## config.mk

```make
export PLATFORM = sky130hd
export DESIGN_NAME = redmule_z_buffer
export DESIGN_NICKNAME = d
export VERILOG_FILES = /design/src/verilog/redmule_pkg.sv /design/src/verilog/redmule_z_buffer.sv
export VERILOG_INCLUDE_DIRS = /design/src /design/src/verilog
export SDC_FILE = /design/constraint.sdc
export NUM_CORES = 1
export LEC_CHECK = 0
export ABC_CLOCK_PERIOD_IN_PS = 3100
export BUFFER_PORTS_ARGS = -buffer_cell sky130_fd_sc_hd__clkbuf_2
export CORE_UTILIZATION = 48
export DETAILED_ROUTE_END_ITERATION = 8
export PLACE_DENSITY = 0.69
export SYNTH_ARGS = -nofsm -noshare
export SYNTH_HDL_FRONTEND = slang
export SYNTH_SLANG_ARGS = --single-unit
```

## constraint.sdc

```tcl
create_clock -name clk_i -period 3.1 [get_ports clk_i]
set_input_delay 0.155 -clock clk_i [delete_from_list [all_inputs] [get_ports clk_i]]
set_output_delay 0.155 -clock clk_i [all_outputs]
set_load 0.01 [all_outputs]
```

## src/verilog/redmule_settings.svh

```systemverilog
// RedMulE tile settings
`ifndef REDMULE_SETTINGS_SVH
`define REDMULE_SETTINGS_SVH

// Rows and columns of every square tile
`define REDMULE_TILE 4

// Bits per matrix element, arithmetic wraps at this width
`define REDMULE_ELEM_W 16

`endif
```

## src/verilog/redmule_pkg.sv

```systemverilog
// RedMulE shared types
`default_nettype none

`include "redmule_settings.svh"

package redmule_pkg;

  // One matrix element
  typedef logic [`REDMULE_ELEM_W-1:0] elem_t;

  // One tile row, element 0 in the low bits
  typedef logic [`REDMULE_TILE*`REDMULE_ELEM_W-1:0] row_t;

  // Row, column or compute step index
  typedef logic [$clog2(`REDMULE_TILE)-1:0] row_idx_t;

  // Row count from 0 up to a full tile
  typedef logic [$clog2(`REDMULE_TILE):0] row_cnt_t;

  typedef enum logic [1:0] {
    LOAD,
    COMPUTE,
    DRAIN,
    STORE
  } sched_state_e;

endpackage

`default_nettype wire

```

## src/verilog/redmule_z_buffer.sv

```systemverilog
// RedMulE Y bias and Z store buffer
`timescale 1ns/1ps
`default_nettype none

`include "redmule_settings.svh"

module redmule_z_buffer
  import redmule_pkg::*;
(
  input  logic     clk_i,
  input  logic     rst_n_i,
  input  logic     y_we_i,
  input  row_idx_t y_idx_i,
  input  row_t     y_row_i,
  input  logic     store_i,
  input  row_idx_t store_idx_i,
  input  row_t     acc_row_i,
  output logic     z_valid_o,
  output row_t     z_row_o
);

  localparam int unsigned tile_n = `REDMULE_TILE;
  localparam int unsigned elem_w = `REDMULE_ELEM_W;

  row_t  bias_q [tile_n];
  row_t  sum_row;
  elem_t bias_elem;
  elem_t acc_elem;
  logic  z_valid_q;
  row_t  z_row_q;

  // Bias rows, written during the load phase
  always_ff @(posedge clk_i) begin
    if (y_we_i) begin
      bias_q[y_idx_i] <= y_row_i;
    end
  end

  // Per element bias plus accumulator, wraps at element width
  always_comb begin
    sum_row   = '0;
    bias_elem = '0;
    acc_elem  = '0;
    for (int e = 0; e < tile_n; e++) begin
      bias_elem = bias_q[store_idx_i][e*elem_w +: elem_w];
      acc_elem  = acc_row_i[e*elem_w +: elem_w];
      sum_row[e*elem_w +: elem_w] = bias_elem + acc_elem;
    end
  end

  always_ff @(posedge clk_i or negedge rst_n_i) begin
    if (!rst_n_i) begin
      z_valid_q <= 1'b0;
    end else begin
      z_valid_q <= store_i;
    end
  end

  always_ff @(posedge clk_i) begin
    if (store_i) begin
      z_row_q <= sum_row;
    end
  end

  assign z_valid_o = z_valid_q;
  assign z_row_o   = z_row_q;

endmodule : redmule_z_buffer

`default_nettype wire

```

==> summary.md <==
The tools report the top achievable clock speed as 341 MHz. The relative slew slack was 0.408; the post-detailed-route count of antenna-violating nets was 0. The worst register-to-register path begins at bias_q[0][16]$_DFFE_PP_. The worst setup path is captured at a register. The signal on the critical path passes through mux4_2 -> ha_1 -> inv_1 -> fa_1 -> nand2b_1 -> nor3b_1 -> o21ai_1 -> a311oi_1 -> a21oi_1 -> xor2_1.

The post-synthesis cell area was 14000 um^2; the shortest clock period the worst path allows after layout was 2.94 ns. Data on the critical path arrives at its endpoint at 3.18 ns. The critical path starts at bias_q[0][16]$_DFFE_PP_.

The Yosys step of the flow raised 0 warnings. Measured in cells, the most critical reg-to-reg path has a length of 10. On the worst path, the slowest cell contributes a delay of 0.46 ns.

The overall fraction of global-route tracks in use was 0.193; the count of endpoints failing setup in the final report was 0. The slack of the worst reg-to-reg path was 0.16 ns. The tree is rooted in a clkbuf_16.

In this run the critical register-to-register path is captured at z_row_o[28]$_DFFE_PP_. The max-slew violation total from the final report is 0, and the die extent in x is 173 um. Dividing total power by cell area gives a power density of 619 nW/um^2.

For the final net count, the log shows 1293. In this run, synthesis produced a sequential element count of 321. The tools report the violation count after the first detailed-route iteration as 456. TritonCTS built the clock tree.

The tools report the routability-driven placement congestion ratio as 0.886. Detailed-router iteration count before antenna repair: 4. The die height came out at 173 um. The first global-routing pass estimated 44.3 mm of wire.

Global routing finished with a remaining overflow of 0. STA puts the critical path data required time at 3.34 ns. The run gives 56 as the number of distinct library cells after synthesis. The run finished with clean final reports.

Once detailed placement completed, the half-perimeter wirelength came to 18.7 mm. Wires add up to 28.3 mm. For this design the top-level I/O count stands at 201.

The DRC violation count after routing came out at 0. In this run the power spent charging and discharging nets is 0.00253 W. Primary flip-flop cell chosen by synthesis mapping: edfxtp_1.

After technology mapping, the gate count stands at 776. The worst setup path is launched from a register. In this run the core area contains 62 standard-cell rows. Clock tree synthesis inserted a total of 35 buffers. At the pin with the least slew margin, the transition time is 0.888 ns. The library cells used most frequently in the layout, excluding fill and tap cells, are edfxtp_1 (320), clkbuf_2 (197), dlygate4sd3_1 (70). The library cell contributing the largest single delay on the critical path is mux4_2. The number of maximum-capacitance constraint violations was 0.

The maximum buffer depth of the clock tree is 3. The pin count of the biggest net entering global routing came out at 66. The combinational fraction of design power is 0.152, and the portion of total power attributed to the clock network is 0.362. Compared with the post-synthesis result, the final layout area differs by 25.0%.

The worst hold slack came out at 0.0689 ns. VDD sags by at most 0.397 mV. Share of flip-flops with an asynchronous set or reset: 0.00312. On the final layout, the worst clock skew is 0.0128 ns. The peak fanout along the critical path came out at 3. The number of buffers inserted by post-CTS setup repair was 0. The logs give 0.487 for the initial core utilization and 29800 um^2 for the overall die area. Ratio of routed vias to standard cells: 5.37. Averaged over all synthesized cells, the footprint is 18.0 um^2.

Setup repair after global routing left no endpoint under its margin. The worst hold path belongs to the class in -> reg. The switching portion of total power came out at 0.234.

Leaving out fill and tap cells, the most frequent cell in the layout is edfxtp_1. Final hold violation count: 0. For the final routed database, the setup TNS stands at 0 ns. The run gives 0.00830 W as the internal power. The critical path is of the reg -> reg type.

The number of synthesized flops with an enable pin was 320; the via count of the first global-routing pass was 8264. Dividing the detail-routed wire length by the instance count gives 18.8 um. The part of the Yosys area used for sequential elements is 0.689, and the share of the clock period used by the worst path is 0.947. The initial antenna violation count came out at 4. The H-tree was split into 2 levels. Input and output buffers added on the ports amount to 200. Summed over all cells, the static leakage comes to 6.50 nW. Area of the core: 28700 um^2.

Across all layers, the routed design uses 8082 vias. In this run the worst setup path terminates at z_row_o[28]$_DFFE_PP_. The clock-pin transition on the worst setup and hold timing paths is 0.06 ns.

Counting every net in the synthesized netlist gives 976. The clock latency of the later-clocked register in the worst-skew pair was 0.51 ns; the proportion of layout cells with a drive suffix above 1 was 0.307. The number of clock sinks seen by CTS is 321, and the sequential fraction of design power is 0.486.
==> worst max-delay path: cells and delay by family (launching register included) <==
family | cells | cell delay, ns
XOR/XNOR | 1 | 0.16
AO/OA/AOI/OAI | 3 | 0.74
AND/OR/NAND/NOR | 2 | 0.42
adder cells (fa/ha/maj) | 2 | 0.45
multiplexers | 1 | 0.46
flip-flops | 1 | 0.36
buffers and inverters | 1 | 0.09
==> logic make-up (layout without fill, tap and decap cells) <==
group | Yosys count | count (layout) | share of synthesized area
adders and majority gates | 64 | 64 | 0.0594
and+or+nand+nor | 80 | 80 | 0.0317
AOI/OAI and AO/OA | 152 | 152 | 0.0725
xor gates and xnor gates | 51 | 51 | 0.0319
muxes | 65 | 65 | 0.104
buffers and inverters | 43 | 385 | 0.0122
DFF | 321 | 321 | 0.689
other | 0 | 3 | 0
==> synthesized netlist by cell type, types with 6 or more instances <==
cell type	count	share of area
a31oi_1	6	0.0027
mux4_2	64	0.10
a21oi_1	38	0.014
o211ai_1	9	0.0048
edfxtp_1	320	0.69
o21ai_1	12	0.0043
clkbuf_1	7	0.0019
nand2_1	15	0.0040
o21a_1	16	0.0086
buf_2	7	0.0025
nor2_1	22	0.0059
a21o_1	13	0.0070
xnor2_1	39	0.024
and3_1	7	0.0031
ha_1	60	0.054
xor2_1	12	0.0075
o21ai_0	18	0.0064
a211oi_1	8	0.0043
inv_1	29	0.0078
nand2b_1	6	0.0027
==> through the flow <==
| step | utilization | setup WS (ns) | total power (W) | cells | instance area, um^2 |
|---|---|---|---|---|---|
| 2_1_floorplan | - | 0.0614 | 0.00635 | 776 | 14000 |
| 3_3_place_gp | 0.547 | 0.00466 | 0.00690 | 1370 | 15700 |
| 3_5_place_dp | 0.547 | -0.0638 | 0.00693 | 1370 | 15700 |
| 4_1_cts | 0.609 | 0.154 | 0.0110 | 1502 | 17500 |
| 5_1_grt | 0.609 | 0.00336 | 0.0113 | 1503 | 17500 |
| 6_report | 0.609 | 0.164 | 0.0108 | 1505 | 17500 |
==> repair_timing <==
action                                 CTS  global route
hold buffers                            70             0
gates resized for setup                  0             0
endpoints found under the hold margin  261             0
==> area by class of cell <==
class | count | area (um^2)
tap | 384 | 480
sequential | 321 | 9630
clock inverter | 18 | 130
multi-input combinational | 412 | 4210
fill | 2210 | 11200
clock buffer | 44 | 952
timing repair buffer | 294 | 1960
inverter | 29 | 109
antenna | 3 | 7.51
==> worst min path at each step <==
stage / from / endpoint / slack, ns / cells past startpoint
after global routing: acc_row_i[63] / z_row_o[63]$_DFFE_PP_ / 0.09 / 3
after global placement: rst_n_i / z_valid_o$_DFF_PN0_ / -0.07 / 1
after detailed placement: rst_n_i / z_valid_o$_DFF_PN0_ / -0.07 / 1
final: acc_row_i[63] / z_row_o[63]$_DFFE_PP_ / 0.07 / 3
after floorplan: rst_n_i / z_valid_o$_DFF_PN0_ / -0.14 / 0
after CTS: acc_row_i[63] / z_row_o[63]$_DFFE_PP_ / 0.06 / 3
==> flip-flops by register name, indices dropped and copies added (netlist names) <==
signal and cells:
bias_q 256, z_valid_o 1, z_row_o 64
==> power groups by stage <==
stage	Combinational, W	Clock [W]	Sequential (W)
finish	0.00165	0.00392	0.00527
global route	0.00180	0.00418	0.00530
CTS	0.00165	0.00403	0.00527
detailed placement	0.00157	0	0.00536
global placement	0.00155	0	0.00535
floorplan	0.000931	0	0.00542
==> per-layer routing <==
metal  global-route usage  part of all wire
met4               0.0527             0.017
met2                0.326              0.49
met5                    0           0.00035
met3               0.0402             0.060
met1                0.256              0.43
Note: power is estimated with default switching activity, not from simulation.
