**config.mk**
```make
export PLATFORM = sky130hd
export DESIGN_NAME = redmule_x_buffer
export DESIGN_NICKNAME = d
export VERILOG_FILES = /design/src/verilog/redmule_pkg.sv /design/src/verilog/redmule_x_buffer.sv
export VERILOG_INCLUDE_DIRS = /design/src /design/src/verilog
export SDC_FILE = /design/constraint.sdc
export NUM_CORES = 1
export LEC_CHECK = 0
export BUFFER_PORTS_ARGS = -buffer_cell sky130_fd_sc_hd__buf_2
export CORE_ASPECT_RATIO = 1.5
export CORE_MARGIN = 2
export CORE_UTILIZATION = 35
export CTS_CLUSTER_DIAMETER = 200
export DETAILED_ROUTE_END_ITERATION = 16
export GPL_TIMING_DRIVEN = 0
export SYNTH_ARGS = -nofsm -noshare
export SYNTH_HDL_FRONTEND = slang
export SYNTH_SLANG_ARGS = --single-unit
```
**constraint.sdc**
```tcl
create_clock -name clk_i -period 1.6 [get_ports clk_i]
set_input_delay 0.08 -clock clk_i [delete_from_list [all_inputs] [get_ports clk_i]]
set_output_delay 0.08 -clock clk_i [all_outputs]
set_load 0.01 [all_outputs]
```
**src/verilog/redmule_settings.svh**
```systemverilog
// RedMulE tile settings
`ifndef REDMULE_SETTINGS_SVH
`define REDMULE_SETTINGS_SVH

// Rows and columns of every square tile
`define REDMULE_TILE 4

// Bits per matrix element, arithmetic wraps at this width
`define REDMULE_ELEM_W 16

`endif
```
**src/verilog/redmule_pkg.sv**
```systemverilog
// RedMulE shared types
`default_nettype none

`include "redmule_settings.svh"

package redmule_pkg;

  // One matrix element
  typedef logic [`REDMULE_ELEM_W-1:0] elem_t;

  // One tile row, element 0 in the low bits
  typedef logic [`REDMULE_TILE*`REDMULE_ELEM_W-1:0] row_t;

  // Row, column or compute step index
  typedef logic [$clog2(`REDMULE_TILE)-1:0] row_idx_t;

  // Row count from 0 up to a full tile
  typedef logic [$clog2(`REDMULE_TILE):0] row_cnt_t;

  typedef enum logic [1:0] {
    LOAD,
    COMPUTE,
    DRAIN,
    STORE
  } sched_state_e;

endpackage

`default_nettype wire

```
**src/verilog/redmule_x_buffer.sv**
```systemverilog
// RedMulE X tile buffer
`timescale 1ns/1ps
`default_nettype none

`include "redmule_settings.svh"

module redmule_x_buffer
  import redmule_pkg::*;
(
  input  logic     clk_i,
  input  logic     rst_n_i,
  input  logic     we_i,
  input  row_idx_t idx_i,
  input  row_t     row_i,
  input  row_idx_t col_idx_i,
  output row_t     col_o
);

  localparam int unsigned tile_n = `REDMULE_TILE;
  localparam int unsigned elem_w = `REDMULE_ELEM_W;

  row_t x_q [tile_n];

  // Rows land in arrival order, index comes from the scheduler
  always_ff @(posedge clk_i or negedge rst_n_i) begin
    if (!rst_n_i) begin
      for (int r = 0; r < tile_n; r++) begin
        x_q[r] <= '0;
      end
    end else if (we_i) begin
      x_q[idx_i] <= row_i;
    end
  end

  // Column k of X, element r goes to engine row r
  always_comb begin
    for (int r = 0; r < tile_n; r++) begin
      col_o[r*elem_w +: elem_w] = x_q[r][col_idx_i*elem_w +: elem_w];
    end
  end

endmodule : redmule_x_buffer

`default_nettype wire

```
==> reports/qor.yml, run 1 <==
final_layout:
  area_growth_pct: 30.5
  fill_cells: 2807
  final_core_util_pct: 46.5
  largest_register_ffs: 256
  top_regs: "x_q x256"
  post_route_cells_drive_above_1_share_pct: 53.4
  layout.nets: 963
  top_register: "x_q"
  antenna_cells: 0
  final_common_cell: "dfrtp_1"
  layout_common_cells: "dfrtp_1, mux2_2, mux2_1"
setup_path:
  arrival_ps: 1590
  endpoint_kind: "output port"
  ff2ff_path_depth: 3
  worstReg2RegStart: "x_q[106]$_DFFE_PN0P_"
  critPathKind: "register to output port"
  critPathMaxFanout: 2
  required_ps: 1520
  start_kind: "register"
  startpoint: "x_q[176]$_DFFE_PN0P_"
place:
  pre_cts_slack_ps: -187
  dp_hpwl_mm: 21.4
  io_buffers: 132
  gp_congestion: 0.750
power:
  ir_worst_vdd_v: 0.000709
  report.power.total_uw: 18900
  p_leak_uw: 0.00662
  p_per_area_nw_per_um2: 1280
outcome:
  status: "finished, violations left"
  violations: "setup timing"
clocking:
  cts_tree: "done"
  clk_pin_slew_ps: 70
  cts_max_level: 1
  clock_path_buffers: 3
  cts_buffers: 25
  cts_root_buf: "clkbuf_16"
  clk_latency_ps: 520
  clock-sinks: 256
global_routing:
  grt_pass1_wl_mm: 48.0
  grt_pass1_vias: 7299
  grt_max_degree: 96
  overflow: 0
  antenna_found_initial: 0
  track_usage_pct: 19.6
routing:
  drt-met1-wl_mm: 13.2
  firstDrtPassIters: 6
  highest_layer: "met4"
  wl_per_cell_um: 24.9
  wl_met2_mm: 17.7
  wl_met3_mm: 1.04
  drt.antenna.violating_nets: 0
  drt_iter0_drc: 248
  drt-total-wl_mm: 32.8
  drc: 0
  num_vias: 6686
  drt-vias-per-instance: 5.08
synth:
  synthTopCellsByArea: "dfrtp_1, mux4_2, mux2_2"
  yosys.area.top_type: "dfrtp_1"
  syn_inst: 621
  ys_seq_area_share_pct: 56.5
  synth_warnings: 0
  avgSynthCellArea_um2: 18.3
  ys_types: 12
  netlist.area_leader.share_pct: 56.5
  synth_area_um2: 11300
  ys_ff_latch: 256
  syn-num-nets: 692
sta:
  hold_violations: 0
  max_freq_ghz: 0.597
  worst_slack_ps: -74.1
  fin_crit_sh_pct: 105
  worst_pin_slew_ps: 532
  rsz0062_at_grt: "true"
  fin_crit_ps: 1670
  slew_headroom_pct: 64.5
  final_max_slew_viol_count: 0
  setup_viol: 56
  skew_ps: 0
min_path:
  min_path_type: "primary input to register"
  min_from: "idx_i[0]"
  min_path_cells: 3
run:
  cap_viol_max_count: 0
floorplanning:
  dieHeight_um: 224
  coreArea_um2: 31800
  start_util_pct: 35.6
  rows: 80
  die_w_um: 151
  ioPinCount: 135
  dieArea_um2: 33900
-- critical path: stages (launching register included) --
cell,delay (ps)
dfrtp_1,380
mux4_2,530
buf_6,150
-- logic make-up (layout without fill, tap and decap cells) --
logic type	after synthesis	in the layout	synth area share, %
buffers and inverters	41	327	3.01
flip-flops	256	256	56.5
multiplexers	320	320	40.1
AND/OR/NAND/NOR	4	4	0.331
-- timing repair --
item | CTS | global route
setup buffers | 23 | 22
hold buffers | 65 | 0
setup endpoints to repair | 64 | 135
pin swaps | 0 | 0
gates resized for setup | 52 | 18
hold endpoints to repair | 350 | 0
-- layer usage --
metal / vias to the layer above / track usage, %
met5: - / 0
met4: 0 / 5.94
met3: 44 / 2.03
met2: 141 / 35.6
met1: 3634 / 24.5
li1: 2867 / -
-- where the power goes --
part           leakage [µW]  internal [µW]  switching, µW
Combinational       0.00318           2750           1610
Sequential          0.00303           7700            600
Clock              0.000415           3680           2530
Total               0.00662          14100           4740
-- metrics by stage --
step | TNS (ps) | cells | instance area (µm²) | hold WS, ps
after global placement | -1099370 | 1163 | 12500 | 343
after detailed placement | -5060 | 1165 | 12600 | 164
after global routing | -3810 | 1317 | 14800 | 124
final | -1670 | 1317 | 14800 | 124
after CTS | -2730 | 1295 | 14500 | 104
after floorplan | 0 | 621 | 11300 | -216
-- cell type report --
cell class              instances  area [µm²]  area share [%]
clock buffers                  34         699            4.73
repair buffers                244        2100            14.2
flip-flops and latches        256        6410            43.3
multi-input cells             324        4590            31.0
clock inverters                 8         140           0.947
plain buffers                  41         350            2.37
well taps                     410         513            3.47
-- cell usage after synthesis --
master    count
dfrtp_1     256
mux2_2      101
mux2_1       95
mux4_2       64
mux2_4       60
buf_6        18
buf_2        12
buf_4        10
nand3b_1      2
clkbuf_1      1
nand3_2       1
nor3b_2       1
-- path summary, 6_finish.rpt --
kind                                         to  slack (ps)
setup / recovery                      col_o[16]         -70
hold / removal              x_q[63]$_DFFE_PN0P_         120
setup reg to reg           x_q[106]$_DFFE_PN0P_         590
hold reg to reg            x_q[233]$_DFFE_PN0P_         480
max in group asynchronous  x_q[137]$_DFFE_PN0P_         240
min in group asynchronous   x_q[51]$_DFFE_PN0P_         130
(Power assumes the default switching activity.)
==> run 2, diff against run 1 <==
--- a/config.mk
+++ b/config.mk
@@ -13,6 +13,7 @@
 export CTS_CLUSTER_DIAMETER = 200
 export DETAILED_ROUTE_END_ITERATION = 16
 export GPL_TIMING_DRIVEN = 0
+export PLACE_DENSITY_LB_ADDON = 0.1
 export SYNTH_ARGS = -nofsm -noshare
 export SYNTH_HDL_FRONTEND = slang
 export SYNTH_SLANG_ARGS = --single-unit
==> run 2 against run 1 <==
Net effect:
- the flow still finishes with violations (setup timing)
- flip-flop and latch count did not move
- wire length rose by 4.1%
- design area fell by 0.71%
- critical path depth did not move
- via count rose by 0.31%
- clock skew did not move
- utilization fell by 0.33 points
- clock power fell by 4.7%
- clock-buffer cell count rose by 6
- non-clock buffer count fell by 10
- combinational power fell by 2%
- first-iteration DRC count rose by 25%
==> reports/qor.yml, run 2 (synthesized netlist as in run 1, its figures left out) <==
floorplanning:
  coreArea_um2: 31800
  start_util_pct: 35.6
  dieArea_um2: 33900
  ioPinCount: 135
  die_w_um: 151
  rows: 80
  dieHeight_um: 224
sta:
  slew_headroom_pct: 65.3
  hold_violations: 0
  skew_ps: 0
  fin_crit_sh_pct: 106
  rsz0062_at_grt: "true"
  final_max_slew_viol_count: 0
  fin_crit_ps: 1690
  max_freq_ghz: 0.591
  setup_viol: 55
  worst_slack_ps: -93.3
  worst_pin_slew_ps: 520
clocking:
  clk_latency_ps: 530
  cts_max_level: 1
  clk_pin_slew_ps: 60
  cts_buffers: 27
  cts_root_buf: "clkbuf_16"
  cts_tree: "done"
  clock_path_buffers: 3
  clock-sinks: 256
setup_path:
  critPathKind: "register to output port"
  endpoint_kind: "output port"
  critPathMaxFanout: 2
  required_ps: 1520
  arrival_ps: 1610
  r2r_end: "x_q[120]$_DFFE_PN0P_"
  r2r_slack_ps: 610
  worstReg2RegStart: "x_q[120]$_DFFE_PN0P_"
  ff2ff_path_depth: 3
  start_kind: "register"
place:
  dp_hpwl_mm: 22.4
  io_buffers: 132
  pre_cts_slack_ps: -241
  gp_congestion: 0.748
power:
  p_comb_share_pct: 23.1
  ir_worst_vdd_v: 0.000789
  netSwitchingPower_uw: 4750
  p_seq_share_pct: 44.9
  clock_power_share_pct: 32.0
  p_leak_uw: 0.00657
  p_per_area_nw_per_um2: 1260
  switching_share_pct: 25.7
  p_int_uw: 13800
global_routing:
  grt_pass1_vias: 7567
  antenna_found_initial: 0
  grt_pass1_wl_mm: 50.4
  track_usage_pct: 20.7
  overflow: 0
  grt_max_degree: 106
final_layout:
  area_growth_pct: 29.6
  antenna_cells: 0
  top_regs: "x_q x256"
  fill_cells: 2849
  layout_common_cells: "dfrtp_1, mux2_2, mux2_1"
  top_register: "x_q"
  final_common_cell: "dfrtp_1"
  layout.nets: 955
  post_route_cells_drive_above_1_share_pct: 52.8
  final_core_util_pct: 46.2
  largest_register_ffs: 256
routing:
  num_vias: 6707
  firstDrtPassIters: 4
  drt.antenna.violating_nets: 0
  wl_per_cell_um: 26.1
  drt_iter0_drc: 310
  drc: 0
  drt-vias-per-instance: 5.12
  drt-total-wl_mm: 34.2
run:
  cap_viol_max_count: 0
outcome:
  status: "finished, violations left"
  violations: "setup timing"
min_path:
  min_path_type: "primary input to async pin"
run 2: cell types whose count changed in the layout (fill, tap and decap cells not counted):
cell       delta
clkbuf_1      +1
bufinv_16     -4
buf_12        -1
buf_2         +4
clkbuf_8      +3
buf_4        -13
clkbuf_16     +3
buf_6         -2
buf_8         +1
run 2: cell type report:
class,count,area [µm²],area share (%)
buffer,41,345,2.35
clock buffer,40,795,5.41
clock inverter,4,20.0,0.136
multi-input combinational,324,4590,31.2
sequential,256,6410,43.6
tap,410,513,3.49
timing repair buffer,234,2030,13.8
run 2: timing repair:
item | in CTS | in global routing
gates resized for setup | 48 | 14
buffers inserted | 20 | 14
endpoints found under the hold margin | 413 | 0
setup endpoints to repair | 64 | 163
hold buffers | 65 | 0
gates cloned | 0 | 1
run 2: worst max-delay path: stages (launching register included):
cell,delay [ps]
dfrtp_1,380
mux4_2,550
buf_6,150
run 2: worst max path at each step:
stage	start	to	slack [ps]	depth (start not counted)
2_1_floorplan	col_idx_i[0]	col_o[10]	510	3
3_3_place_gp	rst_n_i	x_q[46]$_DFFE_PN0P_	-3990	1
3_5_place_dp	col_idx_i[1]	col_o[45]	-240	4
4_1_cts	x_q[224]$_DFFE_PN0P_	col_o[0]	-110	2
5_1_grt	x_q[240]$_DFFE_PN0P_	col_o[0]	-120	2
6_report	x_q[240]$_DFFE_PN0P_	col_o[0]	-90	2
run 2: stage by stage:
stage / hold WS [ps] / std cells / power (µW) / setup TNS [ps] / instance area, µm²
floorplan: -216 / 621 / 10500 / 0 / 11300
global placement: 349 / 1163 / 11700 / -1023980 / 12500
detailed placement: 32.3 / 1165 / 11900 / -9730 / 12600
CTS: 63.6 / 1294 / 18500 / -3900 / 14500
global route: 96.8 / 1309 / 19400 / -4790 / 14700
finish: 81.6 / 1309 / 18500 / -1890 / 14700
run 2: metal layers:
metal / wire, µm / track usage [%]
met5: 0 / 0
met4: 1070 / 6.81
met3: 1710 / 2.74
met2: 17100 / 35.0
met1: 14300 / 27.5
run 2: power by group through the flow:
stage | registers [µW] | logic (µW) | clock network [µW]
CTS | 8310 | 4140 | 6100
detailed placement | 8430 | 3470 | 0
global route | 8450 | 4570 | 6340
finish | 8320 | 4280 | 5920
global placement | 8330 | 3370 | 0
floorplan | 8180 | 2280 | 0
