File: src/verilog/redmule_settings.svh
// RedMulE tile settings
`ifndef REDMULE_SETTINGS_SVH
`define REDMULE_SETTINGS_SVH

// Rows and columns of every square tile
`define REDMULE_TILE 4

// Bits per matrix element, arithmetic wraps at this width
`define REDMULE_ELEM_W 16

`endif
File: src/verilog/redmule_pkg.sv
// RedMulE shared types
`default_nettype none

`include "redmule_settings.svh"

package redmule_pkg;

  // One matrix element
  typedef logic [`REDMULE_ELEM_W-1:0] elem_t;

  // One tile row, element 0 in the low bits
  typedef logic [`REDMULE_TILE*`REDMULE_ELEM_W-1:0] row_t;

  // Row, column or compute step index
  typedef logic [$clog2(`REDMULE_TILE)-1:0] row_idx_t;

  // Row count from 0 up to a full tile
  typedef logic [$clog2(`REDMULE_TILE):0] row_cnt_t;

  typedef enum logic [1:0] {
    LOAD,
    COMPUTE,
    DRAIN,
    STORE
  } sched_state_e;

endpackage

`default_nettype wire

File: src/verilog/redmule_w_buffer.sv
// RedMulE W tile buffer
`timescale 1ns/1ps
`default_nettype none

`include "redmule_settings.svh"

module redmule_w_buffer
  import redmule_pkg::*;
(
  input  logic     clk_i,
  input  logic     rst_n_i,
  input  logic     we_i,
  input  row_idx_t idx_i,
  input  row_t     row_i,
  input  row_idx_t row_idx_i,
  output row_t     row_o
);

  localparam int unsigned tile_n = `REDMULE_TILE;

  row_t w_q [tile_n];

  always_ff @(posedge clk_i or negedge rst_n_i) begin
    if (!rst_n_i) begin
      for (int r = 0; r < tile_n; r++) begin
        w_q[r] <= '0;
      end
    end else if (we_i) begin
      w_q[idx_i] <= row_i;
    end
  end

  // Row k feeds every engine row in the same step
  assign row_o = w_q[row_idx_i];

endmodule : redmule_w_buffer

`default_nettype wire

File: config.mk
export PLATFORM = sky130hd
export DESIGN_NAME = redmule_w_buffer
export DESIGN_NICKNAME = d
export VERILOG_FILES = /design/src/verilog/redmule_pkg.sv /design/src/verilog/redmule_w_buffer.sv
export VERILOG_INCLUDE_DIRS = /design/src /design/src/verilog
export SDC_FILE = /design/constraint.sdc
export NUM_CORES = 1
export LEC_CHECK = 0
export ABC_AREA = 0
export BUFFER_PORTS_ARGS = -buffer_cell sky130_fd_sc_hd__buf_2
export CELL_PAD_IN_SITES_DETAIL_PLACEMENT = 2
export CELL_PAD_IN_SITES_GLOBAL_PLACEMENT = 2
export CORE_MARGIN = 5
export CORE_UTILIZATION = 40
export CTS_CLUSTER_SIZE = 12
export DETAILED_ROUTE_END_ITERATION = 10
export PLACE_DENSITY_LB_ADDON = 0.3
export REMOVE_ABC_BUFFERS = 1
export SETUP_SLACK_MARGIN = 0.2
export SLEW_MARGIN = 20
export SYNTH_ARGS = -nofsm -noshare
export SYNTH_HDL_FRONTEND = slang
export SYNTH_SLANG_ARGS = --single-unit
File: constraint.sdc
create_clock -name clk_i -period 1.54 [get_ports clk_i]
set_input_delay 0.154 -clock clk_i [delete_from_list [all_inputs] [get_ports clk_i]]
set_output_delay 0.154 -clock clk_i [all_outputs]
set_load 0.1 [all_outputs]
==> metrics.csv, run 1 <==
metric;value;unit
Largest register FFs;256;
synth unique cells;12;
status;complete, but fails checks;
top cell type's share of synthesized area;0.574;
vias in the first global route;8145;
Power Density;1590;nW/um^2
Layout Skew;0;ns
fin worst setup slack;-0.287;ns
worst vdd ir;1020;uV
most instantiated cells after synthesis;dfrtp_1 (256), mux2_2 (251), mux4_2 (64);
clk slew on worst S/H paths;0.06;ns
# rows;61;
count leader, synth;dfrtp_1;
core area;27700;sq um
FF-to-FF Start;w_q[192]$_DFFE_PN0P_;
initial core utilization;0.403;
Post-synth ARST share;1.00;
Syn Area/Cell;18.0;sq um
Tightest Pin Transition;0.515;ns
Final #Nets;951;
Cell Area, Synth;11200;sq um
Max Cap Viol;0;
CP required;1.39;ns
Pre-Repair DR Iteration Count;4;
worst-case reg-to-reg path depth;3;
Final Hold Vio Count;0;
I/O pins;135;
Synthesis Warnings;0;
CP Max Fanout;2;
path category of the worst min-delay check;input pin to async pin;
placed cell count;1118;
ys flop type;dfrtp_1;
Crit. End Element;output port;
Lkg Pwr;6.52;nW
CTS tree;built;
top area cells in the synthesized netlist;dfrtp_1 (57%), mux2_2 (25%), mux4_2 (13%), buf_6 (1.8%), clkbuf_8 (0.74%);
die area;31300;sq um
antenna-violating nets left;0;
Inserted Clock Buffers;29;
number of synthesized flops with an enable pin;0;
unrepaired setup endpoints after global routing;yes;
failing checks;setup timing;
GRT overflow;0;
final WL;31200;um
total track usage;0.200;
Vias/cell;5.13;
R2R setup slack;0.47;ns
DRC Markers;0;
non-filler cells, final;1277;
P&R area growth vs syn;35.5;%
Buffers on Ports;134;
worst rel slew slack;0.657;
clk_lat worst skew;0.53;ns
Final Wtd Congestion;0.748;
ANT cells;0;
H-tree depth;1;
post-layout minimum cycle time;1.83;ns
largest net degree at the start of global routing;57;
f_max;547;MHz
first-pass GRT wire length;48600;um
max-slew violations;0;
Via Count;6557;
clk sinks;256;
worst slack at placement;-0.0483;ns
Seq/Total Area, Yosys;0.574;
area leader, netlist;dfrtp_1;
chip width;177;um
largest register by flop count;w_q;
top flop regs;w_q x256;
initial DRC count;197;
clk buf depth;3;
final hold slack;0.141;ns
Final period util;1.19;
setup tns final;-15.00;ns
Yosys reg bits;256;
wire per inst;24.4;um
antenna violations before repair;0;
Setup crit start kind;register;
reg2reg end;w_q[192]$_DFFE_PN0P_;
cell count after synthesis;621;
DIE HEIGHT;177;um
layout cells sized above 1;0.631;
CTS root buf;clkbuf_16;
critical setup path kind;register to output port;
HPWL after DPL;18100;um
overall power;24.0;mW
# setup viols final;64;
Arr. time, crit path;1.67;ns
-- critical path, stage by stage (launching register included) --
cell     delay (ns)
dfrtp_1        0.40
mux4_2         0.54
buf_12         0.19
-- timing repair --
action | CTS | global route
hold buffers | 65 | 0
pin swaps | 0 | 0
hold endpoints to repair | 448 | 0
resized for setup | 85 | 14
setup buffers | 21 | 23
endpoints found under the setup margin | 64 | 64
-- final cells by class --
type / count / area, sq um
Fill cell: 2388 / 12600
Sequential cell: 256 / 6410
Multi-Input combinational cell: 324 / 4380
Timing Repair Buffer: 269 / 2870
Clock buffer: 40 / 837
Tap cell: 378 / 473
Clock inverter: 10 / 155
-- cell usage in the layout, fill, tap and decap left out, types with 2 or more instances in the layout --
master           n
buf_12          62
buf_2           67
buf_4           55
buf_6           18
buf_8            2
bufinv_16        4
clkbuf_1         4
clkbuf_16       29
clkbuf_8         7
clkinv_2         4
clkinvlp_4       2
dfrtp_1        256
dlygate4sd3_1   65
mux2_1           5
mux2_2         251
mux4_2          64
nand3b_1         2
-- logic make-up (layout without fill, tap and decap cells) --
group,after synthesis,in the layout,share of synthesized area
buf+inv,41,319,0.0353
simple gates,4,4,0.00336
flops,256,256,0.574
mux,320,320,0.387
-- routing by layer --
metal / track usage / routed length, um / vias up
met5: 0 / 0 / -
met4: 0.0326 / 471 / 0
met3: 0.0314 / 1060 / 30
met2: 0.369 / 16800 / 122
met1: 0.252 / 12900 / 3560
li1: - / - / 2845
-- worst max-delay path by stage --
stage | depth (start not counted) | from | to
after CTS | 2 | w_q[61]$_DFFE_PN0P_ | row_o[61]
after global routing | 2 | w_q[0]$_DFFE_PN0P_ | row_o[0]
final | 2 | w_q[43]$_DFFE_PN0P_ | row_o[43]
after detailed placement | 4 | row_idx_i[0] | row_o[55]
after global placement | 4 | row_idx_i[0] | row_o[55]
after floorplan | 2 | idx_i[0] | w_q[193]$_DFFE_PN0P_
-- metrics by stage --
stage / utilization / cell area [sq um]
after floorplan: - / 10800
after global placement: 0.462 / 12800
after detailed placement: 0.462 / 12800
after CTS: 0.537 / 14900
after global routing: 0.546 / 15100
final: 0.546 / 15100
-- report_power, final --
group / internal (mW) / switching, mW
Combinational: 3.43 / 4.64
Sequential: 8.01 / 0.735
Clock: 4.43 / 2.76
Total: 15.9 / 8.13
(Power assumes the default switching activity.)
==> inputs of run 2 (changes only) <==
--- a/config.mk
+++ b/config.mk
@@ -13,6 +13,8 @@
 export CORE_MARGIN = 5
 export CORE_UTILIZATION = 40
+export CTS_BUF_LIST = sky130_fd_sc_hd__clkbuf_16
 export CTS_CLUSTER_SIZE = 12
 export DETAILED_ROUTE_END_ITERATION = 10
+export MAX_ROUTING_LAYER = met4
 export PLACE_DENSITY_LB_ADDON = 0.3
 export REMOVE_ABC_BUFFERS = 1
==> constraint.sdc (replaced) <==
create_clock -name clk_i -period 1.54 [get_ports clk_i]
set_input_delay 0.154 -clock clk_i [delete_from_list [all_inputs] [get_ports clk_i]]
set_output_delay 0.154 -clock clk_i [all_outputs]
set_load 0.02 [all_outputs]
==> run 2 against run 1 <==
The run still ends with setup timing left. Wire length shrank 3.3%. Total power shrank 16%. Sequential power is essentially flat. Die area is the same. Cell count grew 0.47%. Critical path type unchanged. Critical endpoint is now row_o[34]. Highest routed layer unchanged.
==> metrics.csv, run 2 (synthesis results as in run 1) <==
metric;value;unit;change
max-slew violations;0;;unchanged
Pre-Repair DR Iteration Count;4;;unchanged
Worst Setup SP;w_q[98]$_DFFE_PN0P_;;
Tightest Pin Transition;0.500;ns;-0.0148 ns
slowest CP cell;mux4_2;;
failing checks;setup timing;;
Max Cap Viol;0;;unchanged
clk_lat worst skew;0.52;ns;about the same
unrepaired setup endpoints after global routing;yes;;
GRT overflow;0;;unchanged
Final Wtd Congestion;0.747;;-0.13%
largest net degree at the start of global routing;58;;+1.8%
layout filler cell count;2465;;+3.2%
Critical Path End;row_o[34];;
f_max;566;MHz;+3.5%
Layout Skew;0;ns;unchanged
Inserted Clock Buffers;29;;unchanged
CTS tree;built;;
clk buf depth;3;;unchanged
design area;14700;sq um;-2.9%
fin worst setup slack;-0.226;ns;+0.0610 ns
final WL;30200;um;-3.3%
P&R area growth vs syn;31.6;%;
core area;27700;sq um;unchanged
Crit path depth;2;;unchanged
layout cells sized above 1;0.624;;-0.00639
clock power share;0.331;;+0.031
Final Hold Vio Count;0;;unchanged
first-pass GRT wire length;47000;um;-3.3%
Via Count;6625;;+1.0%
H-tree depth;1;;unchanged
total track usage;0.198;;-0.00202
FF-to-FF Start;w_q[34]$_DFFE_PN0P_;;
worst rel slew slack;0.667;;+0.00985
chip width;177;um;unchanged
Buffers on Ports;134;;unchanged
Internal;14.9;mW;-6.0%
HPWL after DPL;18600;um;+2.8%
worst path cell trace;mux4_2 -> buf_6;;
NetSw;5.36;mW;-34%
top flop regs;w_q x256;;
Flop pwr share;0.430;;+0.066
placed inst area;12400;sq um;-3.3%
commonest cells after routing, fill and taps aside;dfrtp_1 (256), mux2_2 (251), buf_2 (67);;
worst-case reg-to-reg path depth;3;;unchanged
post-layout minimum cycle time;1.77;ns;-0.0610 ns
initial DRC count;232;;+18%
Crit. End Element;output port;;
initial core utilization;0.403;;unchanged
path category of the worst min-delay check;input pin to async pin;;
status;complete, but fails checks;;
Arr. time, crit path;1.61;ns;-0.06 ns
Final #Nets;955;;+0.42%
I/O pins;135;;unchanged
antenna-violating nets left;0;;unchanged
DRC Markers;0;;unchanged
overall power;20.3;mW;-16%
clk sinks;256;;unchanged
CP required;1.39;ns;about the same
Largest register FFs;256;;unchanged
critical setup path kind;register to output port;;
CP Max Fanout;2;;unchanged
ANT cells;0;;unchanged
R2R setup slack;0.49;ns;+0.02 ns
worst vdd ir;691;uV;-33%
Setup crit start kind;register;;
CTS root buf;clkbuf_16;;
# setup viols final;64;;unchanged
Lkg Pwr;6.38;nW;-2.0%
cell family contributing the most delay on the critical path;multiplexers;;
die area;31300;sq um;unchanged
largest register by flop count;w_q;;
# rows;61;;unchanged
DIE HEIGHT;177;um;unchanged
WP buf/inv;1;;unchanged
commonest non-fill, non-tap cell in the layout;dfrtp_1;;
Power Density;1380;nW/um^2;-13%
Gate power share;0.238;;-0.098
clk slew on worst S/H paths;0.06;ns;about the same
antenna violations before repair;0;;unchanged
wire per inst;23.5;um;-3.7%
Vias/cell;5.16;;+0.56%
reg2reg end;w_q[34]$_DFFE_PN0P_;;
crit-path max cell delay;0.52;ns;-0.02 ns
vias in the first global route;8083;;-0.76%
Final period util;1.15;;-0.0396
switch share;0.264;;-0.0743
## run 2: cell types whose count changed in the layout (fill, tap and decap cells not counted), sizes merged
| cell | delta |
|---|---|
| inv | +5 |
| clkbuf | -11 |
| buf | +4 |
| clkinvlp | -2 |
| clkinv | +10 |
## run 2: power by group through the flow
stage	Sequential (mW)	Clock [mW]	Combinational, mW
after floorplan	8.49	0	2.53
after CTS	8.70	6.93	4.73
after global routing	8.84	7.21	5.16
after global placement	8.62	0	3.61
after detailed placement	8.81	0	3.80
final	8.73	6.72	4.83
## run 2: worst min-delay path by stage
stage,from,endpoint,slack [ns],depth (start not counted)
floorplan,rst_n_i,w_q[0]$_DFFE_PN0P_,-0.14,0
global placement,rst_n_i,w_q[220]$_DFFE_PN0P_,0.11,1
detailed placement,rst_n_i,w_q[156]$_DFFE_PN0P_,0.13,1
CTS,rst_n_i,w_q[156]$_DFFE_PN0P_,0.17,2
global route,rst_n_i,w_q[156]$_DFFE_PN0P_,0.19,2
finish,rst_n_i,w_q[156]$_DFFE_PN0P_,0.16,2
## run 2: final cells by class
cell class                 instances  area (sq um)  share of cell area
clock inverter                    23           200              0.0136
sequential                       256          6410               0.436
multi-input combinational        324          4380               0.298
clock buffer                      29           726              0.0494
tap                              378           473              0.0322
timing repair buffer             273          2500               0.171
## run 2: metal layers
metal,global-route usage,wire length [um]
met5,-,0
met1,0.247,12700
met2,0.352,16100
met3,0.0271,1070
met4,0.0303,327
## run 2: what timing repair did
| item | 4_1_cts | 5_1_grt |
|---|---|---|
| hold buffers | 65 | 0 |
| endpoints found under the setup margin | 64 | 64 |
| hold endpoints to repair | 405 | 0 |
| gates resized for setup | 128 | 0 |
| buffers inserted | 23 | 21 |
## run 2: worst register-to-register path, stage by stage, from the launching register on
cell,delay (ns)
dfrtp_1,0.38
buf_4,0.14
buf_4,0.13
mux2_2,0.28
## run 2: through the flow
stage / worst slack (ns) / hold slack [ns] / std cells / setup TNS [ns] / util
after floorplan: -1.70 / -0.142 / 580 / -249.33 / -
after global routing: -0.257 / 0.187 / 1283 / -14.12 / 0.530
final: -0.226 / 0.156 / 1283 / -11.34 / 0.530
after CTS: -0.262 / 0.173 / 1262 / -13.01 / 0.524
after global placement: 0.0272 / 0.112 / 1122 / 0 / 0.447
after detailed placement: 0.0198 / 0.131 / 1122 / 0 / 0.447
