## src/verilog/redmule_settings.svh

```systemverilog
// RedMulE tile settings
`ifndef REDMULE_SETTINGS_SVH
`define REDMULE_SETTINGS_SVH

// Rows and columns of every square tile
`define REDMULE_TILE 4

// Bits per matrix element, arithmetic wraps at this width
`define REDMULE_ELEM_W 16

`endif
```

## src/verilog/redmule_pkg.sv

```systemverilog
// RedMulE shared types
`default_nettype none

`include "redmule_settings.svh"

package redmule_pkg;

  // One matrix element
  typedef logic [`REDMULE_ELEM_W-1:0] elem_t;

  // One tile row, element 0 in the low bits
  typedef logic [`REDMULE_TILE*`REDMULE_ELEM_W-1:0] row_t;

  // Row, column or compute step index
  typedef logic [$clog2(`REDMULE_TILE)-1:0] row_idx_t;

  // Row count from 0 up to a full tile
  typedef logic [$clog2(`REDMULE_TILE):0] row_cnt_t;

  typedef enum logic [1:0] {
    LOAD,
    COMPUTE,
    DRAIN,
    STORE
  } sched_state_e;

endpackage

`default_nettype wire

```

## src/verilog/redmule_scheduler.sv

```systemverilog
// RedMulE job scheduler
`timescale 1ns/1ps
`default_nettype none

`include "redmule_settings.svh"

module redmule_scheduler
  import redmule_pkg::*;
(
  input  logic     clk_i,
  input  logic     rst_n_i,
  input  logic     x_valid_i,
  input  logic     w_valid_i,
  input  logic     y_valid_i,
  output logic     x_we_o,
  output logic     w_we_o,
  output logic     y_we_o,
  output row_idx_t load_idx_x_o,
  output row_idx_t load_idx_w_o,
  output row_idx_t load_idx_y_o,
  output logic     step_o,
  output row_idx_t step_idx_o,
  output logic     acc_clear_o,
  output logic     store_o,
  output row_idx_t store_idx_o,
  output logic     done_o,
  output logic     busy_o
);

  localparam row_cnt_t tile_rows = row_cnt_t'(`REDMULE_TILE);
  localparam row_idx_t last_idx  = row_idx_t'(`REDMULE_TILE - 1);

  sched_state_e state_q;
  row_cnt_t     x_cnt_q, w_cnt_q, y_cnt_q;
  row_cnt_t     x_cnt_d, w_cnt_d, y_cnt_d;
  row_idx_t     step_q;
  logic         load_done;
  logic         done_q;

  // A stream takes rows only while loading and not yet full
  assign x_we_o = (state_q == LOAD) && x_valid_i && (x_cnt_q < tile_rows);
  assign w_we_o = (state_q == LOAD) && w_valid_i && (w_cnt_q < tile_rows);
  assign y_we_o = (state_q == LOAD) && y_valid_i && (y_cnt_q < tile_rows);

  assign x_cnt_d = x_cnt_q + row_cnt_t'(x_we_o);
  assign w_cnt_d = w_cnt_q + row_cnt_t'(w_we_o);
  assign y_cnt_d = y_cnt_q + row_cnt_t'(y_we_o);

  assign load_idx_x_o = row_idx_t'(x_cnt_q);
  assign load_idx_w_o = row_idx_t'(w_cnt_q);
  assign load_idx_y_o = row_idx_t'(y_cnt_q);

  // Last of all 3*TILE rows accepted on this edge
  assign load_done = (state_q == LOAD) && (x_cnt_d == tile_rows) &&
                     (w_cnt_d == tile_rows) && (y_cnt_d == tile_rows);

  assign acc_clear_o = load_done;
  assign step_o      = (state_q == COMPUTE);
  assign step_idx_o  = step_q;
  assign store_o     = (state_q == STORE) && !done_q;
  assign store_idx_o = step_q;
  assign done_o      = done_q;
  assign busy_o      = (state_q != LOAD);

  always_ff @(posedge clk_i or negedge rst_n_i) begin
    if (!rst_n_i) begin
      state_q <= LOAD;
      x_cnt_q <= '0;
      w_cnt_q <= '0;
      y_cnt_q <= '0;
      step_q  <= '0;
      done_q  <= 1'b0;
    end else begin
      // Lines up with the registered last Z row
      done_q <= store_o && (step_q == last_idx);
      case (state_q)
        LOAD: begin
          if (load_done) begin
            state_q <= COMPUTE;
            x_cnt_q <= '0;
            w_cnt_q <= '0;
            y_cnt_q <= '0;
            step_q  <= '0;
          end else begin
            x_cnt_q <= x_cnt_d;
            w_cnt_q <= w_cnt_d;
            y_cnt_q <= y_cnt_d;
          end
        end
        COMPUTE: begin
          if (step_q == last_idx) begin
            state_q <= DRAIN;
            step_q  <= '0;
          end else begin
            step_q <= step_q + row_idx_t'(1);
          end
        end
        DRAIN: begin
          // Two cycles to empty the product and accumulate stages
          if (step_q == row_idx_t'(1)) begin
            state_q <= STORE;
            step_q  <= '0;
          end else begin
            step_q <= step_q + row_idx_t'(1);
          end
        end
        STORE: begin
          if (done_q) begin
            state_q <= LOAD;
          end else if (step_q == last_idx) begin
            step_q <= '0;
          end else begin
            step_q <= step_q + row_idx_t'(1);
          end
        end
        default: state_q <= LOAD;
      endcase
    end
  end

endmodule : redmule_scheduler

`default_nettype wire

```

## config.mk

```make
export PLATFORM = sky130hd
export DESIGN_NAME = redmule_scheduler
export DESIGN_NICKNAME = d
export VERILOG_FILES = /design/src/verilog/redmule_pkg.sv /design/src/verilog/redmule_scheduler.sv
export VERILOG_INCLUDE_DIRS = /design/src /design/src/verilog
export SDC_FILE = /design/constraint.sdc
export NUM_CORES = 1
export LEC_CHECK = 0
export ABC_CLOCK_PERIOD_IN_PS = 8300
export BUFFER_PORTS_ARGS = -buffer_cell sky130_fd_sc_hd__buf_2
export CAP_MARGIN = 20
export CORE_MARGIN = 1.5
export CORE_UTILIZATION = 30
export DETAILED_ROUTE_END_ITERATION = 16
export GPL_TIMING_DRIVEN = 0
export PLACE_DENSITY_LB_ADDON = 0.15
export SLEW_MARGIN = 20
export SYNTH_ARGS = -nofsm -noshare
export SYNTH_HDL_FRONTEND = slang
export SYNTH_SLANG_ARGS = --single-unit
```

## constraint.sdc

```tcl
create_clock -name clk_i -period 8.3 [get_ports clk_i]
set_input_delay 0.415 -clock clk_i [delete_from_list [all_inputs] [get_ports clk_i]]
set_output_delay 0.415 -clock clk_i [all_outputs]
set_load 0.01 [all_outputs]
```

==> results of run 1 <==
==> worst max path at each step <==
stage	startpoint	to	slack (ns)	depth (start not counted)
2_1_floorplan	state_q[0]	state_q[1]	4.91	12
3_3_place_gp	state_q[1]	acc_clear_o	4.56	11
3_5_place_dp	state_q[0]	acc_clear_o	4.52	11
4_1_cts	state_q[0]	acc_clear_o	4.21	11
5_1_grt	state_q[0]	acc_clear_o	3.96	11
6_report	state_q[1]	acc_clear_o	4.25	11
==> power breakdown <==
group	switching, mW	total, mW	internal, mW
logic	0.121	0.255	0.134
registers	0.0301	0.131	0.101
clock network	0.0205	0.0373	0.0168
==> critical path, stage by stage (launching register included) <==
cell and delay (ns):
dfrtp_1 0.43, inv_1 0.12, ha_1 0.32, clkbuf_1 0.44, nand2_1 0.10, nor2_1 0.15, ha_1 0.17, ha_1 0.23
or4_1 0.55, or4_4 0.46, nor2_1 0.22, buf_2 0.18
==> registers in the layout, indices dropped and copies added, names as in the netlist <==
signal      count
done_o          1
state_q         2
step_idx_o      2
w_cnt_q         3
x_cnt_q         3
y_cnt_q         3
==> per-stage QoR <==
step | hold WS, ns | cell area, um2 | setup slack [ns]
final | 0.0209 | 1140 | 4.25
after global routing | 0.0362 | 1140 | 3.96
after CTS | 0.0208 | 1140 | 4.21
after detailed placement | 0.331 | 1120 | 4.52
after global placement | 0.342 | 1120 | 4.56
after floorplan | 0.119 | 957 | 4.91
==> cell type report <==
| cell class | count | area (um2) | share of cell area, % |
|---|---|---|---|
| flip-flops and latches | 14 | 350 | 30.6 |
| well taps | 44 | 55.1 | 4.81 |
| multi-input cells | 63 | 524 | 45.8 |
| plain buffers | 9 | 63.8 | 5.57 |
| clock buffers | 3 | 22.5 | 1.97 |
| inverters | 5 | 18.8 | 1.64 |
| repair buffers | 22 | 110 | 9.62 |
==> cell families after synthesis <==
kind of cell | after synthesis
simple gates | 27
buf+inv | 14
fa+ha+maj | 14
flops | 14
mux | 10
compound gates | 9
xor+xnor | 3
==> layout by cell type, fill, tap and decap left out, types with 2 or more instances in the layout <==
cell       instances
nor2_1            10
ha_1              14
nand2b_1           3
nor2b_1            3
dfrtp_1           14
nand2_1            4
mux2_2             6
o21ai_0            4
clkbuf_4           3
buf_4              8
xor2_1             3
mux2i_1            2
nand2_2            2
buf_2             22
mux2_4             2
o2bb2ai_1          3
inv_1              5
==> routing by layer <==
metal	vias to the layer above	share of wire [%]	routed length (um)	global-route usage, %
li1	353	-	-	-
met1	318	50	855	15.4
met2	15	44	758	16.6
met3	2	4.9	83	4.59
met4	0	0.59	10	2.92
met5	-	0	0	0
==> flow_metrics.tcl, run 1 <==
set metrics [dict create \
    cap_violations 0 \
    syn_to_final_growth_pct 19.6 \
    route.detailed.drc 2 \
    gp_congestion 0.760 \
    synth_fp_nets 110 \
    start_util_pct 31.4 \
    start_kind "register" \
    synth-simple-area-share_pct 14.4 \
    die_h_um 59.5 \
    tritoncts "built" \
    final-instance-count-excl-fill 160 \
    cts_setup_buffers 0 \
    max_freq_ghz 0.247 \
    num_vias 688 \
    status "finished with violations" \
    synth_top_family_by_area "adder cells" \
    ys_top_cells_by_area "dfrtp_1 (37%), ha_1 (18%), mux2_2 (7.1%)" \
    cts_buffers 3 \
    grt_pass1_vias 664 \
    power.total_mw 0.423 \
    syn_inst 91 \
    worstHoldPathType "in -> async" \
    routed_wl_mm 1.71 \
    cts_htree_levels 1 \
    fin_crit_ns 4.05 \
    finalSetupTns_ns 0 \
    dr.pass1.iters 10 \
    synth_cell_types 23 \
    fp.coreArea_um2 3050 \
    synth_top_area_share_pct 36.6 \
    synth_edf_count 0 \
    post_cts_resized 0 \
    dp.cells 157 \
    synth-xor-area-share_pct 2.75 \
    routedWlPerCell_um 10.7 \
    yosys.area_share.adder_pct 18.3 \
    slew_viol_final 0 \
    rr_startpoint "state_q[1]" \
    irDropWorstVdd_mv 0.181 \
    p_leak_nw 0.592 \
    path_max_fanout 10 \
    die-area_um2 3540 \
    via_per_inst 4.30 \
    overflow 0 \
    async_flop_share_pct 100 \
    grtUsageTotal_pct 11.4 \
    synthMuxAreaShare_pct 12.3 \
    ys.flop_type "dfrtp_1" \
    ioPinCount 23 \
    syn_avg_cell_area_um2 10.5 \
    cp_data_arrival_time_ns 3.63 \
    antenna_found_initial 0 \
    diodes 0 \
    fin_util_pct 37.5 \
    violations "design-rule violations" \
    cts_hold_buf 0 \
    synth_commonest_cells "dfrtp_1 (14), ha_1 (14), nor2_1 (10), buf_4 (8), mux2_2 (6)" \
    drtIter0Drc 15 \
    grt_max_degree 15 \
    ant_nets 0 \
    clock_latency_ns 0.27 \
    synth_seq_cells 14 \
    cts-root-buf "clkbuf_4" \
    syn-cell-area_um2 957 \
    hpwl_mm 1.35 \
    io_buffers 22 \
    fin_crit_sh_pct 48.8 \
    rsz0062_at_grt "no" \
    clock_sinks 14 \
    yosys.area.top_type "dfrtp_1" \
    final_hold_viol_count 0 \
    nNetsFinal 137 \
    cts.reportedPaths.clkPinSlew_ns 0.08 \
    worstMarginPinSlew_ns 0.493 \
    power.density_nw_per_um2 370 \
    synth-compound-area-share_pct 7.06 \
    setup_viol 0 \
    r2r_slack_ns 4.58 \
    yosys_warnings 0 \
    critPathRequiredTime_ns 7.89 \
    grt_pass1_wl_mm 2.99 \
    rr_worst_depth 12 \
    drive_gt1_share_pct 38.8 \
    cts_buffer_depth 2 \
    n_fill_cell 335 \
    slew_headroom_pct 67.1 \
    row_count 20 \
    rr_endpoint "step_idx_o[1]" \
    yosysSeqAreaShare_pct 36.6 \
    fin_worst_skew_ns 0.00101 \
    path_class "reg -> out" \
    die_w_um 59.5 \
    crit_path_end_kind "output pin" \
]
(Power assumes the default switching activity.)
==> run 2, diff against run 1 <==
--- a/config.mk
+++ b/config.mk
@@ -6,7 +6,7 @@
 export SDC_FILE = /design/constraint.sdc
 export NUM_CORES = 1
 export LEC_CHECK = 0
-export ABC_CLOCK_PERIOD_IN_PS = 8300
+export ABC_CLOCK_PERIOD_IN_PS = 4250
 export BUFFER_PORTS_ARGS = -buffer_cell sky130_fd_sc_hd__buf_2
 export CAP_MARGIN = 20
 export CORE_MARGIN = 1.5
==> constraint.sdc (replaced) <==
create_clock -name clk_i -period 4.25 [get_ports clk_i]
set_input_delay 0.2125 -clock clk_i [delete_from_list [all_inputs] [get_ports clk_i]]
set_output_delay 0.2125 -clock clk_i [all_outputs]
set_load 0.01 [all_outputs]
==> run 2 against run 1 <==
The flow still finishes with violations (design-rule violations). Setup slack worse by 3.8 ns. Power is 95% higher. Combinational power is 96% higher. Design area is 0.87% higher. Clock skew stayed put. Sequential power is 95% higher. Final cell count is 0.63% higher. Wire length is 0.12% higher. Via count is 0.58% higher. Critical path type unchanged. Largest cell class unchanged.
==> flow_metrics.tcl, run 2 (synthesis results as in run 1) <==
set metrics [dict create \
    die-area_um2 3540 \
    drive_gt1_share_pct 38.5 \
    cts_buffer_depth 2 \
    grt_max_degree 15 \
    grtUsageTotal_pct 11.4 \
    path_max_fanout 10 \
    place_ws_ns 0.532 \
    num_vias 692 \
    final_hold_viol_count 0 \
    ioPinCount 23 \
    worstHoldPathType "in -> async" \
    antenna_found_initial 0 \
    seqPwrFrac_pct 30.9 \
    irDropWorstVdd_mv 0.354 \
    gp_congestion 0.760 \
    setup_slack_ns 0.405 \
    cts.reportedPaths.clkPinSlew_ns 0.08 \
    layout_common_cells "buf_2 (22), ha_1 (14), dfrtp_1 (14), nor2_1 (10), buf_4 (8)" \
    finalSetupTns_ns 0 \
    row_count 20 \
    power.density_nw_per_um2 716 \
    worstMarginPinSlew_ns 0.493 \
    crit_path_end_kind "output pin" \
    rsz0062_at_grt "no" \
    path_class "reg -> out" \
    drtIter0Drc 12 \
    fp.coreArea_um2 3050 \
    setup_viol 0 \
    reg.largest.list "w_cnt_q x3, x_cnt_q x3, y_cnt_q x3" \
    nNetsFinal 138 \
    cts_htree_levels 1 \
    max_freq_ghz 0.260 \
    critPathRequiredTime_ns 4.04 \
    cts-root-buf "clkbuf_4" \
    die_w_um 59.5 \
    hpwl_mm 1.35 \
    slew_viol_final 0 \
    diodes 0 \
    slew_headroom_pct 67.1 \
    n_fill_cell 334 \
    route.detailed.drc 2 \
    cts_setup_buffers 0 \
    ant_nets 0 \
    post_cts_resized 0 \
    violations "design-rule violations" \
    start_util_pct 31.4 \
    die_h_um 59.5 \
    p_leak_nw 0.597 \
    start_kind "register" \
    final_common_cell "buf_2" \
    fin_crit_ns 3.85 \
    clock_latency_ns 0.27 \
    overflow 0 \
    power_frac_comb_pct 60.3 \
    power.total_mw 0.827 \
    cp_data_arrival_time_ns 3.63 \
    io_buffers 22 \
    pwr-share-clk_pct 8.8 \
    p_int_mw 0.492 \
    grt_pass1_vias 666 \
    switching_share_pct 40.5 \
    routedWlPerCell_um 10.6 \
    syn_to_final_growth_pct 20.7 \
    cts_buffers 3 \
    fin_worst_skew_ns 0.00101 \
    grt_pass1_wl_mm 2.99 \
    fin_util_pct 37.8 \
    cap_violations 0 \
    cts_hold_buf 1 \
    switching_power_mw 0.335 \
    via_per_inst 4.30 \
    dr.pass1.iters 10 \
    clock_sinks 14 \
    tritoncts "built" \
    routed_wl_mm 1.71 \
    fin_crit_sh_pct 90.5 \
    status "finished with violations" \
]
run 2: cell count changes in the layout (fill, tap and decap cells not counted), sizes merged:
| cell | before | now |
|---|---|---|
| dlygate4sd3 | 0 | 1 |
run 2: worst max-delay path, cell delays in order (launching register included):
cell	delay (ns)
dfrtp_1	0.43
inv_1	0.12
ha_1	0.32
clkbuf_1	0.44
nand2_1	0.10
nor2_1	0.15
ha_1	0.17
ha_1	0.23
or4_1	0.55
or4_4	0.46
nor2_1	0.22
buf_2	0.18
run 2: final timing paths:
path	cells past startpoint	startpoint	slack (ns)	endpoint
setup / recovery	11	state_q[1]	0.40	acc_clear_o
hold / removal	2	rst_n_i	0.36	y_cnt_q[0]
setup reg to reg	12	state_q[1]	0.53	step_idx_o[1]
hold reg to reg	1	x_cnt_q[0]	0.55	x_cnt_q[0]
max in group asynchronous	2	rst_n_i	3.66	step_idx_o[0]
min in group clk_i	5	y_valid_i	0.50	y_cnt_q[0]
run 2: metrics by stage:
step | hold WS (ns) | std cells | area [um2]
2_1_floorplan | -0.0831 | 91 | 957
3_3_place_gp | 0.139 | 157 | 1120
3_5_place_dp | 0.129 | 157 | 1120
4_1_cts | 0.360 | 161 | 1150
5_1_grt | 0.389 | 161 | 1150
6_report | 0.355 | 161 | 1150
run 2: area by class of cell:
type	count	area, um2	area share [%]
Sequential cell	14	350	30.3
Buffer	9	63.8	5.53
Tap cell	44	55.1	4.77
Multi-Input combinational cell	63	524	45.4
Inverter	5	18.8	1.63
Clock buffer	3	22.5	1.95
Timing Repair Buffer	23	120	10.4
run 2: layer usage:
metal,track usage (%),vias to the layer above,share of wire [%]
met3,4.59,2,4.9
met1,15.4,320,50
met2,16.6,15,44
met4,2.92,0,0.58
li1,-,355,-
met5,0,-,0
run 2: power by group through the flow:
| stage | Sequential [mW] | Combinational (mW) | Clock [mW] |
|---|---|---|---|
| finish | 0.256 | 0.499 | 0.0729 |
| global route | 0.268 | 0.559 | 0.0816 |
| CTS | 0.256 | 0.506 | 0.0786 |
| detailed placement | 0.259 | 0.505 | 0 |
| global placement | 0.255 | 0.497 | 0 |
| floorplan | 0.247 | 0.378 | 0 |
